`config.mk`:
```
export PLATFORM = sky130hd
export DESIGN_NAME = fm_delay_line
export DESIGN_NICKNAME = d
export VERILOG_FILES = /design/src/fm_pkg.sv /design/src/fm_delay_line.sv
export VERILOG_INCLUDE_DIRS = /design/src /design/src/src
export SDC_FILE = /design/constraint.sdc
export NUM_CORES = 1
export LEC_CHECK = 0
export BUFFER_PORTS_ARGS = -buffer_cell sky130_fd_sc_hd__buf_2
export CAP_MARGIN = 20
export CORE_AREA = 2 2 39 41
export CTS_CLUSTER_SIZE = 16
export DETAILED_ROUTE_END_ITERATION = 12
export DIE_AREA = 0 0 41 43
export GPL_TIMING_DRIVEN = 0
export MAX_ROUTING_LAYER = met4
export PLACE_DENSITY = 0.69
export SLEW_MARGIN = 40
export SYNTH_ARGS = -nofsm -noshare
export SYNTH_HDL_FRONTEND = slang
export SYNTH_SLANG_ARGS = --single-unit
```
`constraint.sdc`:
```
create_clock -name clk -period 1.2 [get_ports clk]
set_clock_uncertainty 0.2 [all_clocks]
set_input_delay 0.18 -clock clk [delete_from_list [all_inputs] [get_ports clk]]
set_output_delay 0.18 -clock clk [all_outputs]
set_load 0.01 [all_outputs]
```
`src/fm_settings.svh`:
```
// Sizes and pipeline delays of the FM operator core, included by RTL and testbench
`ifndef FM_SETTINGS_SVH
`define FM_SETTINGS_SVH

// Slots served round robin, one per clock
`define FM_SLOTS   8
`define FM_SLOT_W  3

// Phase accumulator and the phase bits the operator sees
`define FM_PHASE_W 20
`define FM_PH_W    10

// Attenuation in steps of 6 dB / 32
`define FM_ATT_W   10

// Signed operator sample
`define FM_OUT_W   14

// Operator latency from input to output
`define FM_OP_LAT  6

// Own output back in step with the same slot's next pass
`define FM_FB_DLY  (`FM_SLOTS - `FM_OP_LAT)
// Previous slot's output lands one slot later
`define FM_MOD_DLY (`FM_FB_DLY + 1)

// AXI4-Lite byte address
`define FM_ADDR_W  8

`endif

```
`src/fm_pkg.sv`:
```
// Data types shared by the FM operator core, imported by the RTL modules and the testbench
`include "fm_settings.svh"

package fm_pkg;

    // Operator output, two's complement
    typedef logic signed [`FM_OUT_W-1:0] sample_t;

    // Operator phase, one full sine period
    typedef logic [`FM_PH_W-1:0] phase_t;

    // Log attenuation, all ones is silent
    typedef logic [`FM_ATT_W-1:0] atten_t;

    // Slot index
    typedef logic [`FM_SLOT_W-1:0] slot_t;

    // Self-feedback level, zero means off
    typedef logic [2:0] fb_t;

    // Per-slot phase increment, same width as the accumulator
    typedef logic [`FM_PHASE_W-1:0] phase_inc_t;

    // Address of the 256-entry ROMs
    typedef logic [7:0] rom_addr_t;

endpackage

```
`src/fm_delay_line.sv`:
```
// Reset-cleared shift register for any payload type, used for sample buffers and pipeline tags
`timescale 1ns/1ns

module fm_delay_line import fm_pkg::*; #(
    parameter type payload_t = sample_t,
    parameter int  DEPTH     = 1
) (
    input  logic     clk,
    input  logic     rst_n,
    input  payload_t din,
    output payload_t dout
);
    // Stage 0 takes din, last stage drives dout
    payload_t stage_q [DEPTH];

    always_ff @(posedge clk or negedge rst_n) begin
        if (!rst_n) begin
            for (int i = 0; i < DEPTH; i++) begin
                stage_q[i] <= '0;
            end
        end else begin
            stage_q[0] <= din;
            for (int i = 1; i < DEPTH; i++) begin
                stage_q[i] <= stage_q[i-1];
            end
        end
    end

    assign dout = stage_q[DEPTH-1];
endmodule

```
==> qor.yml <==
outcome:
  outcome: "complete, no violations"
timing:
  min_period_ps: 1140
  tightest_slew_ps: 286
  fin_crit_sh_pct: 95.4
  slew_viol_final: 0
  rsz0062_at_grt: "no"
  hold_violations: 0
  finalSetupViolations: 0
  max_slew_margin_pct: 81.0
  max_freq_mhz: 873
  tns_ps: 0
logic_synthesis:
  synth_compound_area_share_pct: 0
  ys_seq_elements: 14
  synth_simple_gate_area_share_pct: 0
  ys_seq_area_share_pct: 100
  yosysTopAreaCellShare_pct: 100
  synthTopCellsByArea: "dfrtp_1"
  syn_inst: 14
  synth_area_um2: 350
  synthXorXnorAreaFrac_pct: 0
  muxShareOfSynthArea_pct: 0
  synth.net_count: 30
  avgSynthCellArea_um2: 25.0
  synth_fa_ha_area_share_pct: 0
  synth_cell_types: 1
  synth_top_area_cell: "dfrtp_1"
  yosysWarningCount: 0
cells_and_area:
  drive_gt1_share_pct: 52.5
  final_cell_mix: "buf_2, dlygate4sd3_1, dfrtp_1, clkbuf_4"
  largest_reg_flops: 14
  layout_commonest_cell: "buf_2"
  final_nets: 79
  antennaDiodeCount: 0
  multi_input_area_um2: 0
  seqCellArea_um2: 350
  final_core_util_pct: 49.7
  syn_to_final_growth_pct: 96.4
  multi_input_cells: 0
  nFillCells: 125
route:
  dr_total_vias: 295
  remaining_drc_errors: 0
  wl_per_cell_um: 11.1
  ant_nets: 0
  post_drt_via_cell_ratio: 3.83
  drt_wl_total_um: 857
  detail_route.first_pass.iterations: 4
  drtIter0Drc: 5
pwr:
  combPwrFrac_pct: 12.8
  p_sw_share_pct: 19.5
  switchingPower_w: 0.000163
  vdd.ir_drop.worst_uv: 377
  intPower_w: 0.000676
  p_per_area_nw_per_um2: 1220
  p_leak_nw: 0.354
  p_clk_share_pct: 27.5
  p_seq_share_pct: 59.7
placed_design:
  port_buffers: 29
  gp_congestion: 0.572
clock_tree:
  cts_resized: 0
  max-clock-path-buffers: 2
  htree_levels: 1
  clkSinkCount: 14
  cts-root-buf: "clkbuf_4"
  tritoncts: "built"
  cts_buffers: 3
  clkTransAtPathRegs_ps: 70
floorplanning:
  die_w_um: 41
  start_util_pct: 25.3
  row_count: 14
  ioPinCount: 30
  die_y_um: 43
  coreArea_um2: 1380
  dieArea_um2: 1760
worst_hold_path:
  hold_class: "in2async"
critical_path:
  startpoint_type: "flop"
  cp_top_family: "flip-flops"
  crit_fanout: 1
  cp_data_arrival_time_ps: 760
  crit_required_ps: 820
  cp_slowest_stage_delay_ps: 370
  crit_path_cell_trace: "buf_2"
  crit_start: "dout[5]"
  path_class: "reg2out"
  critPathBufInv: 1
  end_kind: "output pin"
  crit_slowest_cell: "dfrtp_1"
global_route:
  antenna_found_initial: 0
  grt_pass1_vias: 322
  grt_pass1_wl_um: 1400
  grt_use_total_pct: 12.9
  grt-ovfl-total: 0
  grt_max_degree: 15
run:
  maxCapViolCount: 0
[per-stage QoR]
| step | hold WS, ps | total power, W | instance area (µm²) | cells | setup slack [ps] |
|---|---|---|---|---|---|
| 2_1_floorplan | -316 | 0.000524 | 350 | 14 | 444 |
| 4_1_cts | 137 | 0.000852 | 688 | 77 | 48.1 |
| 3_3_place_gp | -126 | 0.000576 | 515 | 59 | 355 |
| 3_5_place_dp | -119 | 0.000579 | 515 | 59 | 341 |
| 5_1_grt | 155 | 0.000888 | 688 | 77 | 16.2 |
| 6_report | 136 | 0.000839 | 688 | 77 | 55.1 |
[how the worst max path moves through the flow]
stage / end / slack, ps / depth (start not counted)
floorplan: dout[0] / 440 / 0
CTS: dout[2] / 50 / 1
detailed placement: dout[8] / 340 / 1
global route: dout[5] / 20 / 1
global placement: dout[3] / 360 / 1
finish: dout[5] / 60 / 1
[area by class of cell]
class / count / area share (%)
timing repair buffer: 44 / 42.9
clock buffer: 3 / 3.27
tap: 16 / 2.91
sequential: 14 / 50.9
[power groups by stage]
stage	combinational [W]	clock (W)	sequential, W
2_1_floorplan	0	0	0.000524
3_3_place_gp	0.0000672	0	0.000508
3_5_place_dp	0.0000694	0	0.000510
4_1_cts	0.000107	0.000245	0.000500
5_1_grt	0.000117	0.000268	0.000503
6_report	0.000108	0.000231	0.000501
[repair_timing]
item,4_1_cts,5_1_grt
hold endpoints to repair,28,0
hold buffers,15,0
buffers inserted,0,0
[per-layer routing]
metal	wire length [µm]	GRT usage (%)
met5	0	-
met4	0	10.0
met3	35	3.14
met2	511	19.1
met1	309	14.0
[kinds of logic (layout without fill, tap and decap cells)]
| group | after synthesis | in the layout |
|---|---|---|
| buf+inv | 0 | 47 |
| flops | 14 | 14 |
[synthesized netlist by cell type]
| master | count |
|---|---|
| dfrtp_1 | 14 |
Power figures use the tool's default switching activity.
