==> src/fm_settings.svh <==
// Sizes and pipeline delays of the FM operator core, included by RTL and testbench
`ifndef FM_SETTINGS_SVH
`define FM_SETTINGS_SVH

// Slots served round robin, one per clock
`define FM_SLOTS   8
`define FM_SLOT_W  3

// Phase accumulator and the phase bits the operator sees
`define FM_PHASE_W 20
`define FM_PH_W    10

// Attenuation in steps of 6 dB / 32
`define FM_ATT_W   10

// Signed operator sample
`define FM_OUT_W   14

// Operator latency from input to output
`define FM_OP_LAT  6

// Own output back in step with the same slot's next pass
`define FM_FB_DLY  (`FM_SLOTS - `FM_OP_LAT)
// Previous slot's output lands one slot later
`define FM_MOD_DLY (`FM_FB_DLY + 1)

// AXI4-Lite byte address
`define FM_ADDR_W  8

`endif

==> src/fm_pkg.sv <==
// Data types shared by the FM operator core, imported by the RTL modules and the testbench
`include "fm_settings.svh"

package fm_pkg;

    // Operator output, two's complement
    typedef logic signed [`FM_OUT_W-1:0] sample_t;

    // Operator phase, one full sine period
    typedef logic [`FM_PH_W-1:0] phase_t;

    // Log attenuation, all ones is silent
    typedef logic [`FM_ATT_W-1:0] atten_t;

    // Slot index
    typedef logic [`FM_SLOT_W-1:0] slot_t;

    // Self-feedback level, zero means off
    typedef logic [2:0] fb_t;

    // Per-slot phase increment, same width as the accumulator
    typedef logic [`FM_PHASE_W-1:0] phase_inc_t;

    // Address of the 256-entry ROMs
    typedef logic [7:0] rom_addr_t;

endpackage

==> src/fm_phase_gen.sv <==
// Per-slot phase accumulators, advanced in slot order and presented one clock later
`timescale 1ns/1ns
`include "fm_settings.svh"

module fm_phase_gen import fm_pkg::*; (
    input  logic       clk,
    input  logic       rst_n,
    input  slot_t      slot,
    input  phase_inc_t phase_inc,
    output phase_t     phase,
    output slot_t      phase_slot,
    output logic       phase_valid
);
    // One accumulator per slot
    phase_inc_t acc_q [`FM_SLOTS];

    always_ff @(posedge clk or negedge rst_n) begin
        if (!rst_n) begin
            for (int i = 0; i < `FM_SLOTS; i++) begin
                acc_q[i] <= '0;
            end
            phase       <= '0;
            phase_slot  <= '0;
            phase_valid <= 1'b0;
        end else begin
            // Wraps freely, only the top bits reach the operator
            acc_q[slot] <= acc_q[slot] + phase_inc;
            // Value before this pass's increment
            phase       <= acc_q[slot][`FM_PHASE_W-1 -: `FM_PH_W];
            phase_slot  <= slot;
            // Every clock carries a slot once out of reset
            phase_valid <= 1'b1;
        end
    end
endmodule

==> config.mk <==
export PLATFORM = sky130hd
export DESIGN_NAME = fm_phase_gen
export DESIGN_NICKNAME = d
export VERILOG_FILES = /design/src/fm_pkg.sv /design/src/fm_phase_gen.sv
export VERILOG_INCLUDE_DIRS = /design/src /design/src/src
export SDC_FILE = /design/constraint.sdc
export NUM_CORES = 1
export LEC_CHECK = 0
export CORE_UTILIZATION = 23
export CTS_BUF_LIST = sky130_fd_sc_hd__clkbuf_2
export DETAILED_ROUTE_END_ITERATION = 10
export DONT_BUFFER_PORTS = 1
export GPL_TIMING_DRIVEN = 0
export PLACE_DENSITY = 0.4
export SLEW_MARGIN = 20
export SYNTH_ARGS = -nofsm -noshare
export SYNTH_HDL_FRONTEND = slang
export SYNTH_SLANG_ARGS = --single-unit
==> constraint.sdc <==
create_clock -name clk -period 6.1 [get_ports clk]
set_clock_uncertainty 0.1 [all_clocks]
set_input_delay 1.22 -clock clk [delete_from_list [all_inputs] [get_ports clk]]
set_output_delay 1.22 -clock clk [all_outputs]
set_load 0.02 [all_outputs]
==> out/qor_table.md <==
| Step | Metric | Reported |
|---|---|---|
| synth | Post-Synthesis Net Count | 1012 |
| placement | Dpl cells | 1478 |
| cts | Clock tree from TritonCTS | done |
| floorplanning | Die area | 0.0394 mm2 |
| synth | Number of synthesis warnings | 0 |
| floorplanning | Number of standard-cell rows in the floorplan | 71 |
| finish | Number of nets in the layout | 1033 |
| floorplanning | Initial standard-cell utilization of the core | 0.234 |
| synth | Post-synth EDFFs | 0 |
| cts | Number of setup buffers added after CTS | 0 |
| timing | Max-slew violation count | 0 |
| synth | Area share of the largest cell type after synthesis | 0.491 |
| global route | Wire length of the first global-routing pass | 54700 um |
| timing | Share of the cycle needed by the critical path after routing | 0.928 |
| run | Max-cap violations | 0 |
| route | Number of nets still failing antenna checks after routing | 0 |
| synth | Total of flip-flops plus latches after synthesis | 174 |
| synth | Cell taking the most area after synthesis | sky130_fd_sc_hd__dfrtp_1 |
| worst setup path | Endpoint class of the critical path | register |
| placement | Routability congestion estimate from global placement | 0.853 |
| finish | Growth of design area from synthesis to finish | 10.8% |
| power and ir drop | Peak supply drop | 114 uV |
| floorplanning | Core footprint | 0.0378 mm2 |
| synth | Largest cells by area after synthesis | sky130_fd_sc_hd__dfrtp_1 49%, sky130_fd_sc_hd__nand2_1 8.8%, sky130_fd_sc_hd__a22oi_1 5.4% |
| power and ir drop | Static power due to leakage | 4.21 nW |
| global route | Pin count of the biggest net entering global routing | 175 |
| worst setup path | Worst setup SP type | input port |
| timing | Maximum clock rate | 0.177 GHz |
| worst setup path | Worst path slowest cell | sky130_fd_sc_hd__clkbuf_1 |
| cts | Clock sink count | 174 |
| power and ir drop | Total power divided by cell area | 465 mW/mm2 |
| floorplanning | Top-level port count | 39 |
| route | Vias after detailed routing | 7686 |
| route | Violation count after the first detailed-routing iteration | 759 |
| power and ir drop | Total power after layout | 4.57 mW |
| synth | Most used standard cell by instance count after synthesis | sky130_fd_sc_hd__nand2_1 |
| global route | Antenna violations before repair | 1 |
| floorplanning | Chip Width | 198 um |
| timing | Fin. Hold Viols | 0 |
| cts | Root Driver | sky130_fd_sc_hd__clkbuf_2 |
| synth | Number of instances in the synthesized netlist | 967 |
| cts | Clock buffer depth | 2 |
| cts | CTS HTree Levels | 4 |
| cts | CTS clock-pin slew for the worst setup and hold paths | 300 ps |
| worst setup path | Critical path class | input port to register |
| worst setup path | Cell seen most often among critical-path stages | sky130_fd_sc_hd__clkbuf_1 |
| synth | Synth async-reset ratio | 1.00 |
| finish | Final standard cell count with taps included and fillers excluded | 1513 |
| worst setup path | Worst endpoint required time | 6740 ps |
| route | Routed WL | 36800 um |
| worst setup path | Largest stage delay, worst path | 810 ps |
| synth | Synth cell count leaders | 207 x sky130_fd_sc_hd__nand2_1, 174 x sky130_fd_sc_hd__dfrtp_1, 86 x sky130_fd_sc_hd__o21ai_1 |
| timing | Tightest slew margin relative to the limit | 0.196 |
| synth | Post-Syn Area | 0.00887 mm2 |
| route | Routed length per placed instance | 24.3 um |
| placement | Number of port buffers | 0 |
| cts | Num CTS Buffers | 17 |
| route | Number of detailed-route iterations in the first pass | 6 |
| synth | Mapped Avg Cell Area | 9.18 um2 |
| timing | Least-Margin Pin Slew | 1200 ps |
| worst setup path | Cells along the critical path | buf_6 > clkbuf_1 > nor2_1 > and2_1 > clkbuf_1 > clkbuf_1 > a22oi_1 > nand4_1 > ha_1 > fa_1 > a21o_1 > nand4_1 > a21boi_1 > nor2_2 > a311oi_2 > o21ai_1 |
| synth | Yosys cell types | 59 |
| hold path | HP Class | input port to asynchronous set/reset pin |
| cts | Worst skew pair latency | 870 ps |
| worst setup path | Worst Path Max Fanout | 10 |
| global route | Number of global-route vias before repair | 7729 |
| timing | Setup repair after global routing missed its margin | no |
| global route | Total congestion overflow | 0 |
| finish | Share of post-route cells with drive strength above 1 | 0.0599 |
| placement | Hpwl dp | 24100 um |
| route | Vias per std cell | 5.08 |
| synth | Sequential area share after synthesis | 0.491 |
| global route | GRT Total Usage | 0.197 |
| timing | Setup violations, final | 0 |
| synth | Most used DFF post-synth | sky130_fd_sc_hd__dfrtp_1 |
| timing | Final critical path time including I/O delays and setup | 5660 ps |
| outcome | Outcome | completed |
| worst setup path | Crit path DAT | 6300 ps |
| route | # DRC | 0 |
| finish | Utilization after layout | 0.260 |
| floorplanning | Die height | 198 um |
==> layer usage <==
| layer | vias up | routed length, um | share of wire | track usage |
|---|---|---|---|---|
| li1 | 3540 | - | - | - |
| met1 | 3897 | 16800 | 0.46 | 0.262 |
| met2 | 210 | 17000 | 0.46 | 0.314 |
| met3 | 39 | 2160 | 0.059 | 0.0458 |
| met4 | 0 | 822 | 0.022 | 0.0606 |
| met5 | - | 0 | 0 | 0 |
==> layout by cell type, fill, tap and decap left out, drive strengths merged, types with 17 or more instances in the layout <==
master | synthesis | routed
nand2 | 207 | 207
dfrtp | 174 | 174
o21ai | 120 | 120
clkbuf | 66 | 83
a22oi | 64 | 64
nor2 | 37 | 37
nand4 | 27 | 27
nand3 | 24 | 24
ha | 19 | 19
a21oi | 18 | 18
buf | 15 | 17
==> power by group <==
part           switching [mW]  leakage, nW  internal [mW]  total (mW)
Sequential              0.319         2.15           1.67        1.99
Clock                   0.526        0.154          0.182       0.708
Combinational            1.24         1.90          0.627        1.87
==> cells by family after synthesis <==
group,after synthesis,synth area share
buffers and inverters,84,0.0381
adder cells (fa/ha/maj),20,0.0291
AO/OA/AOI/OAI,298,0.222
multiplexers,17,0.0212
flip-flops,174,0.491
other,1,0.000423
AND/OR/NAND/NOR,360,0.182
XOR/XNOR,13,0.0162
==> area by class of cell <==
| cell class | count | area [um2] |
|---|---|---|
| diodes | 1 | 2.50 |
| plain buffers | 81 | 327 |
| clock buffers | 17 | 85.1 |
| clock inverters | 15 | 185 |
| fillers | 4174 | 28000 |
| inverters | 3 | 11.3 |
| multi-input cells | 709 | 4190 |
| flip-flops and latches | 174 | 4350 |
| well taps | 511 | 639 |
| repair buffers | 2 | 38.8 |
==> timing repair <==
| action | 4_1_cts | 5_1_grt |
|---|---|---|
| hold buffers | 1 | 0 |
| endpoints found under the setup margin | 0 | 0 |
| hold endpoints to repair | 174 | 0 |
| gates resized for setup | 0 | 0 |
==> critical path: cells and delay by family <==
family / cells / cell delay (ps)
compound gates: 5 / 1690
fa+ha+maj: 2 / 550
buf+inv: 4 / 1840
simple gates: 5 / 1000
==> flip-flops by register name (all words and copies together), names as in the netlist <==
signal	cells
acc_q	160
phase	10
phase_valid	1
phase_slot	3
==> worst paths after layout <==
path	start	to	slack [ps]	cells past startpoint
hold / removal	rst_n	acc_q[79]	210	1
min in group clk	slot[1]	phase_slot[1]	260	0
setup / recovery	slot[2]	acc_q[14]	440	16
max in group asynchronous	rst_n	acc_q[63]	4860	1
setup reg to reg	acc_q[1]	acc_q[158]	2310	10
hold reg to reg	acc_q[24]	acc_q[24]	420	2
==> through the flow <==
| stage | setup WS [ps] | TNS [ps] | cell area, um2 | hold WS [ps] |
|---|---|---|---|---|
| floorplan | 1630 | 0 | 8870 | 340 |
| global placement | -601 | -22950 | 9510 | 364 |
| detailed placement | -477 | -11900 | 9520 | 366 |
| CTS | 542 | 0 | 9810 | 171 |
| global route | 270 | 0 | 9830 | 193 |
| finish | 441 | 0 | 9830 | 206 |
(Power assumes the default switching activity.)
